===== src/i3c_bus_pkg.sv =====
// I3C bus definitions: byte and bit-index widths and the sequencer states
package i3c_bus_pkg;

  localparam int byte_w    = 8;  // Payload byte
  localparam int bit_idx_w = 4;  // Counts 8 down to 0

  // ====================
  // Sequencer states
  // ====================
  typedef enum logic [4:0] {
    idle,                                      // Bus released, waiting for a byte
    setup_start, hold_start, clock_start,      // START condition
    setup_sr, hold_sr, fall_sr, clock_sr,      // Repeated Start
    clock_low, clock_pulse, hold_bit,          // One data bit
    ack_low, ack_pulse, ack_hold,              // Ninth bit, ACK or T-bit
    setup_stop, rise_stop, hold_stop           // STOP condition
  } seq_state_e;

endpackage


===== src/i3c_timing_pkg.sv =====
// I3C timing definitions: timer widths, phase selection and SDR speed modes
package i3c_timing_pkg;

  // ====================
  // Widths
  // ====================
  localparam int timing_w      = 20;  // OD timing CSRs and phase counter
  localparam int half_period_w = 8;   // PP half-period from the table

  // SDR speed modes, index into the half-period table
  typedef enum logic [2:0] {
    sdr0,  // 12.5 MHz
    sdr1,  // ~8 MHz
    sdr2,  // ~6 MHz
    sdr3,  // ~4 MHz
    sdr4   // 2 MHz
  } sdr_mode_e;

  // Delay the timer loads on a phase change
  typedef enum logic [3:0] {
    ph_setup_start,  // START/Sr setup, both lines high
    ph_hold_start,   // START/Sr hold, SDA low under high SCL
    ph_setup_data,   // Data setup before SCL rise
    ph_clock_low,    // SCL low time
    ph_clock_pulse,  // SCL high time
    ph_hold_bit,     // Data hold after SCL fall
    ph_setup_stop,   // STOP setup, SCL high and SDA low
    ph_hold_stop,    // Bus free after STOP
    ph_no_delay      // Single cycle
  } phase_sel_e;

endpackage


===== src/bus_sequencer.sv =====
// Bus sequencer FSM: START, Sr, eight data bits, ninth bit and STOP on SCL/SDA
`timescale 1ns/1ps

module bus_sequencer (
  input  logic                        clk_i,
  input  logic                        rst_ni,
  input  logic                        host_enable_i,
  input  logic                        tx_valid_i,
  input  logic                        tx_start_i,     // START before the byte
  input  logic                        tx_stop_i,      // STOP after the byte
  input  logic                        tx_sr_i,        // Repeated Start before the byte
  input  logic                        tx_is_addr_i,   // Ninth bit is the target ACK
  input  logic                        tx_use_tbit_i,  // Ninth bit is a driven-low T-bit
  input  logic                        expired_i,
  input  logic                        data_bit_i,
  input  logic                        last_bit_i,
  input  logic                        ack_seen_i,
  output logic                        load_o,
  output i3c_timing_pkg::phase_sel_e  phase_sel_o,
  output logic                        load_byte_o,
  output logic                        bit_next_o,
  output logic                        sample_ack_o,
  output logic                        scl_o,
  output logic                        sda_o,
  output logic                        host_idle_o,
  output logic                        tx_ready_o,
  output logic                        tx_done_o,      // Last cycle of ack_hold
  output logic                        rx_ack_o,
  output logic                        rx_nack_o
);
  import i3c_timing_pkg::*;
  import i3c_bus_pkg::*;

  seq_state_e state_q, state_d;
  logic       accept;     // Byte taken in idle
  logic       advance;    // Phase over, bus not stalled
  logic       stop_q;
  logic       is_addr_q;
  logic       use_tbit_q;
  logic       ninth_sda;

  assign accept  = (state_q == idle) && tx_valid_i && host_enable_i;
  assign advance = expired_i && host_enable_i;

  // ====================
  // Command latch
  // ====================
  always_ff @(posedge clk_i or negedge rst_ni) begin
    if (!rst_ni) begin
      stop_q     <= 1'b0;
      is_addr_q  <= 1'b0;
      use_tbit_q <= 1'b0;
    end else if (accept) begin
      stop_q     <= tx_stop_i;
      is_addr_q  <= tx_is_addr_i;
      use_tbit_q <= tx_use_tbit_i;
    end
  end

  // ====================
  // Next state
  // ====================
  always_comb begin
    state_d = state_q;
    if (accept) begin
      if (tx_start_i) begin
        state_d = setup_start;
      end else if (tx_sr_i) begin
        state_d = setup_sr;
      end else begin
        state_d = clock_low;  // Continue an open transfer
      end
    end else if (advance) begin
      case (state_q)
        setup_start: state_d = hold_start;
        hold_start:  state_d = clock_start;
        clock_start: state_d = clock_low;
        setup_sr:    state_d = hold_sr;
        hold_sr:     state_d = fall_sr;
        fall_sr:     state_d = clock_sr;
        clock_sr:    state_d = clock_low;
        clock_low:   state_d = clock_pulse;
        clock_pulse: state_d = hold_bit;
        hold_bit:    state_d = last_bit_i ? ack_low : clock_low;
        ack_low:     state_d = ack_pulse;
        ack_pulse:   state_d = ack_hold;
        ack_hold:    state_d = stop_q ? setup_stop : idle;
        setup_stop:  state_d = rise_stop;
        rise_stop:   state_d = hold_stop;
        default:     state_d = idle;  // hold_stop, idle stays put
      endcase
    end
  end

  // Delay of the entered state; every transition reloads the timer
  always_comb begin
    case (state_d)
      setup_start, setup_sr, hold_sr:   phase_sel_o = ph_setup_start;
      hold_start, fall_sr:              phase_sel_o = ph_hold_start;
      clock_pulse, ack_pulse:           phase_sel_o = ph_clock_pulse;
      hold_bit, ack_hold:               phase_sel_o = ph_hold_bit;
      rise_stop:                        phase_sel_o = ph_setup_stop;
      hold_stop:                        phase_sel_o = ph_hold_stop;
      idle:                             phase_sel_o = ph_no_delay;
      default:                          phase_sel_o = ph_clock_low;  // SCL low states
    endcase
  end

  assign load_o       = (state_d != state_q);
  assign load_byte_o  = accept;
  assign bit_next_o   = advance && (state_q == hold_bit) && !last_bit_i;
  assign sample_ack_o = advance && (state_q == ack_pulse) && is_addr_q;  // SCL falling

  always_ff @(posedge clk_i or negedge rst_ni) begin
    if (!rst_ni) begin
      state_q <= idle;
    end else begin
      state_q <= state_d;
    end
  end

  // ====================
  // Bus and status
  // ====================
  // Address: release for ACK. Data: T-bit low, else released
  assign ninth_sda = is_addr_q || !use_tbit_q;

  assign scl_o = !(state_q inside {clock_start, setup_sr, clock_sr, clock_low, hold_bit,
                                   ack_low, ack_hold, setup_stop});

  always_comb begin
    case (state_q)
      hold_start, clock_start, fall_sr, clock_sr,
      ack_hold, setup_stop, rise_stop:     sda_o = 1'b0;
      clock_low, clock_pulse, hold_bit:    sda_o = data_bit_i;
      ack_low, ack_pulse:                  sda_o = ninth_sda;
      default:                             sda_o = 1'b1;  // Released
    endcase
  end

  assign host_idle_o = (state_q == idle);
  assign tx_ready_o  = host_idle_o && host_enable_i;
  assign tx_done_o   = (state_q == ack_hold) && advance;
  assign rx_ack_o    = tx_done_o && is_addr_q && ack_seen_i;
  assign rx_nack_o   = tx_done_o && is_addr_q && !ack_seen_i;

  // Only START, Sr and STOP may move SDA under a high SCL
  a_sda_stable: assert property (@(posedge clk_i) disable iff (!rst_ni)
    (scl_o && $past(scl_o) && $changed(sda_o)) |-> state_q inside {hold_start, fall_sr,
                                                                   hold_stop});

endmodule


===== src/i3c_controller.sv =====
// I3C/I2C single-byte transmit controller: timer, shifter and sequencer
`timescale 1ns/1ps

module i3c_controller #(
  parameter int SYS_CLK_MHZ = 100  // System clock, 100, 200 or 400
) (
  input  logic                                 clk_i,
  input  logic                                 rst_ni,
  input  logic                                 scl_i,
  input  logic                                 sda_i,
  output logic                                 scl_o,
  output logic                                 sda_o,
  input  logic                                 push_pull_i,
  input  i3c_timing_pkg::sdr_mode_e            mode_i,
  input  logic [i3c_timing_pkg::timing_w-1:0]  t_r_i,
  input  logic [i3c_timing_pkg::timing_w-1:0]  t_f_i,
  input  logic [i3c_timing_pkg::timing_w-1:0]  thigh_i,
  input  logic [i3c_timing_pkg::timing_w-1:0]  tlow_i,
  input  logic [i3c_timing_pkg::timing_w-1:0]  thd_sta_i,
  input  logic [i3c_timing_pkg::timing_w-1:0]  tsu_sta_i,
  input  logic [i3c_timing_pkg::timing_w-1:0]  tsu_sto_i,
  input  logic [i3c_timing_pkg::timing_w-1:0]  tsu_dat_i,
  input  logic [i3c_timing_pkg::timing_w-1:0]  thd_dat_i,
  input  logic [i3c_timing_pkg::timing_w-1:0]  t_buf_i,
  input  logic                                 host_enable_i,
  output logic                                 host_idle_o,
  input  logic                                 tx_valid_i,
  input  logic [i3c_bus_pkg::byte_w-1:0]       tx_data_i,
  input  logic                                 tx_start_i,
  input  logic                                 tx_stop_i,
  input  logic                                 tx_sr_i,
  input  logic                                 tx_is_addr_i,
  input  logic                                 tx_use_tbit_i,
  output logic                                 tx_ready_o,
  output logic                                 tx_done_o,
  output logic                                 rx_ack_o,
  output logic                                 rx_nack_o
);
  import i3c_timing_pkg::*;

  logic       load;        // Sequencer to timer
  phase_sel_e phase_sel;
  logic       expired;
  logic       load_byte;   // Sequencer to shifter
  logic       bit_next;
  logic       sample_ack;
  logic       data_bit;
  logic       last_bit;
  logic       ack_seen;

  scl_timer #(
    .SYS_CLK_MHZ (SYS_CLK_MHZ)
  ) u_scl_timer (
    .clk_i, .rst_ni, .push_pull_i, .mode_i,
    .t_r_i, .t_f_i, .thigh_i, .tlow_i, .thd_sta_i,
    .tsu_sta_i, .tsu_sto_i, .tsu_dat_i, .thd_dat_i, .t_buf_i,
    .host_enable_i,
    .load_i      (load),
    .phase_sel_i (phase_sel),
    .expired_o   (expired)
  );

  tx_shifter u_tx_shifter (
    .clk_i, .rst_ni, .tx_data_i, .sda_i,
    .load_byte_i  (load_byte),
    .bit_next_i   (bit_next),
    .sample_ack_i (sample_ack),
    .data_bit_o   (data_bit),
    .last_bit_o   (last_bit),
    .ack_seen_o   (ack_seen)
  );

  bus_sequencer u_bus_sequencer (
    .clk_i, .rst_ni, .host_enable_i,
    .tx_valid_i, .tx_start_i, .tx_stop_i, .tx_sr_i, .tx_is_addr_i, .tx_use_tbit_i,
    .expired_i    (expired),
    .data_bit_i   (data_bit),
    .last_bit_i   (last_bit),
    .ack_seen_i   (ack_seen),
    .load_o       (load),
    .phase_sel_o  (phase_sel),
    .load_byte_o  (load_byte),
    .bit_next_o   (bit_next),
    .sample_ack_o (sample_ack),
    .scl_o, .sda_o, .host_idle_o, .tx_ready_o, .tx_done_o, .rx_ack_o, .rx_nack_o
  );

  // Wired-AND bus, SCL cannot read high while the controller pulls it low
  a_scl_wired_and: assert property (@(posedge clk_i) disable iff (!rst_ni)
    !scl_o |-> !scl_i);

endmodule


===== src/scl_timer.sv =====
// SCL phase timer: picks the OD or PP delay for a phase and counts it down
`timescale 1ns/1ps

module scl_timer #(
  parameter int SYS_CLK_MHZ = 100  // Selects the PP table row
) (
  input  logic                                 clk_i,
  input  logic                                 rst_ni,
  input  logic                                 push_pull_i,  // 0 = OD timing, 1 = PP timing
  input  i3c_timing_pkg::sdr_mode_e            mode_i,
  input  logic [i3c_timing_pkg::timing_w-1:0]  t_r_i,
  input  logic [i3c_timing_pkg::timing_w-1:0]  t_f_i,
  input  logic [i3c_timing_pkg::timing_w-1:0]  thigh_i,
  input  logic [i3c_timing_pkg::timing_w-1:0]  tlow_i,
  input  logic [i3c_timing_pkg::timing_w-1:0]  thd_sta_i,
  input  logic [i3c_timing_pkg::timing_w-1:0]  tsu_sta_i,
  input  logic [i3c_timing_pkg::timing_w-1:0]  tsu_sto_i,
  input  logic [i3c_timing_pkg::timing_w-1:0]  tsu_dat_i,
  input  logic [i3c_timing_pkg::timing_w-1:0]  thd_dat_i,
  input  logic [i3c_timing_pkg::timing_w-1:0]  t_buf_i,
  input  logic                                 host_enable_i,  // Low freezes the count
  input  logic                                 load_i,
  input  i3c_timing_pkg::phase_sel_e           phase_sel_i,
  output logic                                 expired_o       // Last cycle of the phase
);
  import i3c_timing_pkg::*;

  logic [half_period_w-1:0] half_period;  // H for the current mode
  logic [timing_w-1:0]      load_val;
  logic [timing_w-1:0]      count_q;

  // ====================
  // PP half-period table
  // ====================
  // H = ceil(f_sys / (2 * f_scl)); unknown clocks use the 100 MHz row
  always_comb begin
    case (SYS_CLK_MHZ)
      200: begin
        case (mode_i)
          sdr0:    half_period = 8'd8;
          sdr1:    half_period = 8'd13;
          sdr2:    half_period = 8'd17;
          sdr3:    half_period = 8'd25;
          default: half_period = 8'd50;  // sdr4 and illegal codes
        endcase
      end
      400: begin
        case (mode_i)
          sdr0:    half_period = 8'd16;
          sdr1:    half_period = 8'd25;
          sdr2:    half_period = 8'd34;
          sdr3:    half_period = 8'd50;
          default: half_period = 8'd100;
        endcase
      end
      default: begin
        case (mode_i)
          sdr0:    half_period = 8'd4;
          sdr1:    half_period = 8'd7;
          sdr2:    half_period = 8'd9;
          sdr3:    half_period = 8'd13;
          default: half_period = 8'd25;
        endcase
      end
    endcase
  end

  // Delay for the requested phase
  always_comb begin
    if (push_pull_i) begin
      // 50% duty SCL, START/STOP edges at a quarter period
      case (phase_sel_i)
        ph_setup_start, ph_hold_start,
        ph_setup_stop, ph_hold_stop:   load_val = timing_w'(half_period >> 1);
        ph_setup_data, ph_hold_bit:    load_val = timing_w'(2);
        ph_clock_low, ph_clock_pulse:  load_val = timing_w'(half_period);
        default:                       load_val = timing_w'(1);
      endcase
    end else begin
      case (phase_sel_i)
        ph_setup_start: load_val = t_r_i + tsu_sta_i;
        ph_hold_start:  load_val = t_f_i + thd_sta_i;
        ph_setup_data:  load_val = t_r_i + tsu_dat_i;
        ph_clock_low:   load_val = tlow_i - thd_dat_i;  // Hold time is spent in hold_bit
        ph_clock_pulse: load_val = t_r_i + thigh_i;
        ph_hold_bit:    load_val = t_f_i + thd_dat_i;
        ph_setup_stop:  load_val = t_r_i + tsu_sto_i;
        ph_hold_stop:   load_val = t_r_i + t_buf_i - tsu_sta_i;
        default:        load_val = timing_w'(1);
      endcase
    end
  end

  // ====================
  // Phase down-counter
  // ====================
  // Value N lasts N enabled cycles, parks at 1
  always_ff @(posedge clk_i or negedge rst_ni) begin
    if (!rst_ni) begin
      count_q <= timing_w'(1);
    end else if (load_i) begin
      count_q <= load_val;
    end else if (host_enable_i && (count_q > timing_w'(1))) begin
      count_q <= count_q - 1'b1;
    end
  end

  assign expired_o = (count_q == timing_w'(1));

  // A zero delay from the CSRs would hang the sequencer
  a_count_nonzero: assert property (@(posedge clk_i) disable iff (!rst_ni)
    count_q != '0);

endmodule


===== src/tx_shifter.sv =====
// Transmit byte holder: presents the current SDA data bit and samples the target ACK
`timescale 1ns/1ps

module tx_shifter (
  input  logic                             clk_i,
  input  logic                             rst_ni,
  input  logic [i3c_bus_pkg::byte_w-1:0]   tx_data_i,
  input  logic                             sda_i,          // Bus SDA readback
  input  logic                             load_byte_i,    // Capture byte, index to 8
  input  logic                             bit_next_i,     // Move to next lower bit
  input  logic                             sample_ack_i,
  output logic                             data_bit_o,     // Bit at index - 1
  output logic                             last_bit_o,     // Index at 1, bit 0 on the bus
  output logic                             ack_seen_o      // Target pulled SDA low
);
  import i3c_bus_pkg::*;

  logic [byte_w-1:0]    byte_q;   // Payload
  logic [bit_idx_w-1:0] idx_q;
  logic [bit_idx_w-1:0] idx_m1;
  logic                 ack_q;    // Sampled SDA, 1 = NACK

  always_ff @(posedge clk_i) begin
    if (load_byte_i) begin
      byte_q <= tx_data_i;
    end
  end

  always_ff @(posedge clk_i or negedge rst_ni) begin
    if (!rst_ni) begin
      idx_q <= bit_idx_w'(byte_w);
    end else if (load_byte_i) begin
      idx_q <= bit_idx_w'(byte_w);  // MSB first
    end else if (bit_next_i) begin
      idx_q <= idx_q - 1'b1;
    end
  end

  // Released SDA reads high, so NACK until sampled
  always_ff @(posedge clk_i or negedge rst_ni) begin
    if (!rst_ni) begin
      ack_q <= 1'b1;
    end else if (sample_ack_i) begin
      ack_q <= sda_i;
    end
  end

  assign idx_m1     = idx_q - 1'b1;
  assign data_bit_o = byte_q[idx_m1[$clog2(byte_w)-1:0]];
  assign last_bit_o = (idx_q == bit_idx_w'(1));
  assign ack_seen_o = ~ack_q;

  // Sequencer leaves for the ninth bit at index 1
  a_no_underflow: assert property (@(posedge clk_i) disable iff (!rst_ni)
    bit_next_i |-> idx_q != '0);

endmodule

===== config.mk =====
export PLATFORM = sky130hd
export DESIGN_NAME = i3c_controller
export DESIGN_NICKNAME = d
export VERILOG_FILES = /design/src/i3c_bus_pkg.sv /design/src/i3c_timing_pkg.sv /design/src/bus_sequencer.sv /design/src/i3c_controller.sv /design/src/scl_timer.sv /design/src/tx_shifter.sv
export SDC_FILE = /design/constraint.sdc
export NUM_CORES = 1
export LEC_CHECK = 0
export ABC_AREA = 1
export BUFFER_PORTS_ARGS = -buffer_cell sky130_fd_sc_hd__buf_4
export CAP_MARGIN = 40
export CORE_AREA = 8 8 149 116
export DETAILED_ROUTE_END_ITERATION = 12
export DIE_AREA = 0 0 157 124
export PLACE_DENSITY = 0.95
export SLEW_MARGIN = 20
export SYNTH_ARGS = -nofsm -noshare
export SYNTH_HDL_FRONTEND = slang
export SYNTH_SLANG_ARGS = --single-unit

===== constraint.sdc =====
create_clock -name clk_i -period 8.3 [get_ports clk_i]
set_input_delay 1.66 -clock clk_i [delete_from_list [all_inputs] [get_ports clk_i]]
set_output_delay 1.66 -clock clk_i [all_outputs]
set_load 0.05 [all_outputs]

Word level (Yosys, flattened, before mapping)

Memories as Yosys holds them, arrays and structs flattened.
Cells that the tools add are included.

Add/sub/neg operators: 11
Magnitude comparators: 2
Eq/ne operators: 28
Multiplexer cells: 18
Bitwise gates (word level): 1
Reduce and logical (&&, ||, !) cells: 30

Operator list:

| cell                                                 | count |
|---|---|
| case mux 20 bit (8 select lines)                     | 1 |
| adder 20 bit                                         | 7 |
| case mux 5 bit (14 select lines)                     | 1 |
| 2-to-1 mux 20 bit                                    | 3 |
| == test 5 x 4 -> 1 bit (second input constant)       | 8 |
| subtractor 20 bit                                    | 2 |
| == test 20 x 1 -> 1 bit (second input constant)      | 1 |
| == test 5 x 3 -> 1 bit (second input constant)       | 4 |
| > comparator 20 x 1 -> 1 bit (second input constant) | 1 |
| case mux 5 bit (4 select lines)                      | 1 |
| subtractor 20 x 1 -> 20 bit (second input constant)  | 1 |
| == test 4 x 3 -> 1 bit (second input constant)       | 4 |
| 2-to-1 mux 4 bit                                     | 4 |
| 2-to-1 mux 5 bit                                     | 3 |
| case mux 5 bit (3 select lines)                      | 1 |
| logical AND 1 bit                                    | 13 |
| == test 5 x 2 -> 1 bit (second input constant)       | 2 |
| == test 4 x 1 -> 1 bit (second input constant)       | 2 |
| == test 4 x 2 -> 1 bit (second input constant)       | 2 |
| nonzero test 8 bit                                   | 1 |
| OR reduction 2 bit                                   | 4 |
| OR reduction 7 bit                                   | 1 |
| == test 3 x 2 -> 1 bit (second input constant)       | 2 |
| == test 5 x 1 -> 1 bit (second input constant)       | 1 |
| other kinds (17)                                     | 20 |

Flip-flop bits (word level): 41
ROM bits: 128
Input port bits: 223
Output and inout port bits: 7
Word-level logic and storage cells: 99
Memories: 1

Memories:

| memory           | depth | width | read ports | clocked after Yosys merged registers in | write ports | RTL line            | source |
|---|---|---|---|---|---|---|---|
| (name not given) | 32    | 4     | 1          | 0                                       | 0           | bus_sequencer.sv:97 | `case (state_d)` |

Depth between registers and ports, before layout

An unclocked memory read counts as a cell.

Word-level depth: 11
Mapped depth: 40
Depth with buffers taken out: 40

Hierarchy

From an unflattened synthesis, not the netlist that was laid out.

Cells, all modules: 1,720
Area total of the unflattened synthesis: 9,743.1 um^2

By module, submodules not included:

| module        | times used | cells each | area an instance (um^2) | sequential area each (um^2) |
|---|---|---|---|---|
| scl_timer     | 1          | 1,498      | 8,161.6                 | 501.7 |
| bus_sequencer | 1          | 156        | 974.7                   | 200.2 |
| tx_shifter    | 1          | 66         | 606.8                   | 367.9 |

Worst setup path before layout

Ideal clock, no wire load.

Kind: in2reg
From: in host_enable_i
To: reg u_scl_timer.count_q[16]
Setup time: 0.131 ns
Data arrival time: 6.095 ns
Data required time: 8.169 ns
Slack: 2.074 ns
Cell stages on the path: 27
Path buffers: 2
Cells stage by stage: inv_1 nor3_2 nand4_2 nand3_4 nand2_1 nand2_1 nor2_1 nor2_4 nand2_1 nand2_1 buf_4 buf_4 nor2_1 a41oi_1 ha_1 inv_1 fa_1 o31ai_1 nand3_1 o2111ai_1 nand3_1 nand2_1 a31oi_1 o21ai_0 nand3_1 o21ai_0 a22oi_1

Longest elaborated chain between the ends: 8
Elaborated cells on any way between the ends: 19
Those cells by class: eq/ne: 8; mux: 5; reduce/logical: 5; memory: 1

Ends and longest elaborated chain:

| element                                              | RTL line             | source |
|---|---|---|
| start: declaration                                   | i3c_controller.sv:25 | `input logic host_enable_i,` |
| logical AND 1 bit                                    | bus_sequencer.sv:43  | `assign advance = expired_i && host_enable_i;` |
| 2-to-1 mux 5 bit                                     | bus_sequencer.sv:73  | `end else if (advance) begin` |
| 2-to-1 mux 5 bit (*)                                 | bus_sequencer.sv:65  | `if (accept) begin` |
| via u_bus_sequencer.state_d[2]                       | bus_sequencer.sv:34  | `seq_state_e state_q, state_d;` |
| memory (32 x 4 bit)                                  | -                    |  |
| == test 4 x 3 -> 1 bit, or another cell as far along | scl_timer.sv:80      | `case (phase_sel_i)` |
| case mux 20 bit (8 select lines)                     | scl_timer.sv:80      |  |
| 2-to-1 mux 20 bit                                    | scl_timer.sv:70      | `if (push_pull_i) begin` |
| 2-to-1 mux 20 bit                                    | scl_timer.sv:101     | `end else if (load_i) begin` |
| end signal: assignment                               | scl_timer.sv:100     | `count_q <= timing_w'(1);` |
| end signal: assignment                               | scl_timer.sv:102     | `count_q <= load_val;` |
| end signal: assignment                               | scl_timer.sv:104     | `count_q <= count_q - 1'b1;` |
| end: declaration                                     | scl_timer.sv:30      | `logic [timing_w-1:0] count_q;` |

The timed path passes the listed nets; every way through them passes the cells marked *.
A chain may end at the register's enable or synchronous reset.

Worst setup path in the final report

From: in host_enable_i
To: reg u_scl_timer.count_q[15]

Elaborated cells on any way between the ends: 19
Those cells by class: eq/ne: 8; mux: 5; reduce/logical: 5; memory: 1

RTL lines:

| element                                              | RTL line             | source |
|---|---|---|
| logical AND 1 bit (*)                                | bus_sequencer.sv:42  | `assign accept = (state_q == idle) && tx_valid_i && host_enable_i;` |
| via load_byte                                        | i3c_controller.sv:44 | `logic load_byte;` |
| 2-to-1 mux 5 bit (*)                                 | bus_sequencer.sv:65  |  |
| via u_bus_sequencer.state_d[0]                       | bus_sequencer.sv:34  |  |
| memory (32 x 4 bit)                                  | -                    |  |
| == test 4 x 3 -> 1 bit, or another cell as far along | scl_timer.sv:80      |  |
| case mux 20 bit (8 select lines)                     | scl_timer.sv:80      |  |
| 2-to-1 mux 20 bit                                    | scl_timer.sv:70      |  |
| 2-to-1 mux 20 bit                                    | scl_timer.sv:101     |  |

Marks and branches as above.

==> out/metrics.cfg <==
[synth]
synth_cell_type_count=56
netlist_instances=1359
yosys_warnings=0
synth_top_family_by_area=simple AND/OR/NAND/NOR gates
synth_seq_area_share_pct=12.3
yosysMostFrequentCell=nand2_1
ys_seq_elements=41
post_synth_mux_area_share_pct=0.129
synth-edff-count=8
synth_nets=1690
syn_avg_cell_area_um2=6.41
synthSimpleGateAreaFrac_pct=31.1
synth-xor-area-share_pct=5.23
synth_compound_area_share_pct=23.7
yosys-top-cells-area=ha_1 (12%), nand2_1 (12%), dfrtp_1 (8.6%)
async_reset_ff_share_pct=80.5
syn-cell-area_mm2=0.00872
synth_ff_type=dfrtp_1
yosys-top-cells-count=nand2_1 (275), inv_1 (189), a21oi_1 (127)
yosysTopAreaCellShare_pct=12.3
yosysTopAreaCell=ha_1
synth_fa_ha_area_share_pct=17.4

[sta]
clock_skew_ps=6.66
drv_slew=0
setup_violations=0
hold_viol=0
final.setup.tns_ps=0
worstMarginPinSlew_ps=673
clock.fmax_ghz=0.139
min_period_ps=7220
period_share_pct=86.9
rsz0062_at_grt=false
worst_slew_margin_rel_pct=54.7

[die]
io_pins=230
num_rows=39
die_w_um=157
coreArea_mm2=0.0149
die_y_um=124
die-area_mm2=0.0195
initial_core_util_pct=58.6

[global_routing]
grt_pass1_wl_mm=50.6
globalRoute.totalOverflow=0
grt_pass1_vias=10100
gr-usage-all-layers_pct=32.3
antenna_found_initial=0
grt_max_degree=41

[outcome]
status=complete, no violations

[clock_tree]
cts_setup_buffers=0
cts_hold_buf=0
clock-root-buffer=clkbuf_16
cts_resized=0
clock-sinks=41
cts_tree=done
clockBufferDepth=2
cts.clk_slew.worst_paths_ps=60
clock_latency_ps=290
cts_htree_levels=2
cts_buffers=5

[power_and_ir_drop]
power.density_mw_per_mm2=102
ir_worst_vdd_mv=0.0764
leakage_nw=5.37

[setup_path]
critPathMaxFanout=30
rrSetupSlack_ps=1770
r2r-start=u_bus_sequencer.state_q[1]
worstSetupStartpoint=host_enable_i
crit_type=primary input to flop
cp_common_cell=nand2_1
rr_worst_depth=34
cp.required_ps=8470
max_stage_delay_ps=400
crit_path_start_kind=primary input
setup.worst_path.end_class=flop
timing.rr.end=u_scl_timer.count_q[15]
slowest_stage=o31ai_1
arrival_ps=7390

[place]
routabilityCongestion=0.984
dp.cells=1776
postPlaceCellArea_mm2=0.0106
io_buffers=228
dpl.hpwl_mm=27.9

[layout]
stdcell_area_mm2=0.0107
fillCellCount=1258
nNetsFinal=1909
instances_no_fill=1784
syn_to_final_growth_pct=23.1
drive_gt1_share_pct=20.8
diodes=0

[route]
drt_iter0_markers=1062
dr.pass1.iters=5
ant_nets=0
avgViaCountPerCell=5.88
drc=0
routedWlPerCell_um=18.2
wl_mm=32.5
via_count=10500

[worst_hold_path]
min_path_cells=2
worstHoldStart=u_tx_shifter.ack_q
holdPathEnd=u_tx_shifter.ack_q
min_path_type=flop to flop

[run]
cap_violations=0

-- how the worst max path moves through the flow --
| stage | slack (ps) | depth (start not counted) | endpoint |
|---|---|---|---|
| 2_1_floorplan | 2070 | 27 | u_scl_timer.count_q[16] |
| 3_3_place_gp | 1170 | 32 | u_scl_timer.count_q[15] |
| 3_5_place_dp | 970 | 32 | u_scl_timer.count_q[15] |
| 4_1_cts | 1250 | 32 | u_scl_timer.count_q[15] |
| 5_1_grt | 780 | 32 | u_scl_timer.count_q[15] |
| 6_report | 1080 | 32 | u_scl_timer.count_q[15] |
-- critical path, delay by kind of cell --
family	cells	cell delay [ps]
and+or+nand+nor	15	2090
AOI/OAI and AO/OA	8	1950
buffers and inverters	7	1060
adders and majority gates	2	650
-- final cells by class --
| type | count | area [µm²] | share of cell area [%] |
|---|---|---|---|
| Tap cell | 205 | 256 | 2.39 |
| Sequential cell | 41 | 1070 | 9.97 |
| Multi-Input combinational cell | 1094 | 6760 | 63.0 |
| Timing Repair Buffer | 232 | 1740 | 16.2 |
| Clock inverter | 3 | 17.5 | 0.163 |
| Clock buffer | 5 | 125 | 1.17 |
| Inverter | 204 | 766 | 7.13 |
-- state kept, by name (all words and copies together), names as in the netlist --
signal / count
u_scl_timer.count_q: 20
u_tx_shifter.byte_q: 8
u_bus_sequencer.state_q: 5
u_tx_shifter.idx_q: 4
u_bus_sequencer.is_addr_q: 1
u_bus_sequencer.stop_q: 1
u_bus_sequencer.use_tbit_q: 1
u_tx_shifter.ack_q: 1
-- power by group --
group,switching (mW),internal (mW)
registers,0.0270,0.226
logic,0.375,0.270
clock network,0.0847,0.110
total,0.487,0.607
-- through the flow --
stage          total power, mW  hold slack [ps]  worst slack, ps  utilization, %
3_3_place_gp             0.871              469             1170            71.2
2_1_floorplan            0.667              461             2070               -
4_1_cts                   1.08              487             1250            72.1
3_5_place_dp             0.882              480              971            71.2
5_1_grt                   1.17              524              778            72.1
6_report                  1.09              490             1080            72.1
-- cell usage in the layout, fill, tap and decap left out, types with 3 or more instances in the layout --
master,n
o2111ai_1,10
a22oi_1,3
xor2_1,28
nand2_1,275
inv_1,189
o211ai_1,11
a21oi_1,127
or2_2,10
nor2_1,113
nand3_2,4
xnor2_1,24
o31ai_1,13
o21ai_0,109
o21bai_1,3
nor4_1,8
nand3_1,70
dfrtp_1,30
nor2_4,9
a21o_1,7
buf_4,232
nand3_4,3
nand2_2,19
dfstp_2,3
clkbuf_16,5
a41oi_1,18
a21oi_2,3
a31oi_1,14
inv_2,13
a221oi_1,3
nor2_2,9
nor3_1,20
fa_1,22
o21a_1,3
ha_1,86
nand2_4,6
edfxtp_1,8
o21ai_1,21
nand4_1,25
-- cells by family after synthesis --
group           Yosys count
xor+xnor                 52
fa+ha+maj               108
buf+inv                 224
flops                    41
simple gates            578
compound gates          355
mux                       1
-- per-layer routing --
metal | global-route usage (%) | vias up | wire length, µm | share of wire [%]
li1 | - | 5065 | - | -
met1 | 42.6 | 4755 | 13800 | 42
met2 | 51.0 | 604 | 13900 | 43
met3 | 8.53 | 65 | 3930 | 12
met4 | 10.0 | 0 | 858 | 2.6
met5 | 0 | - | 0 | 0
No activity file was read; power rests on OpenSTA's default activity.
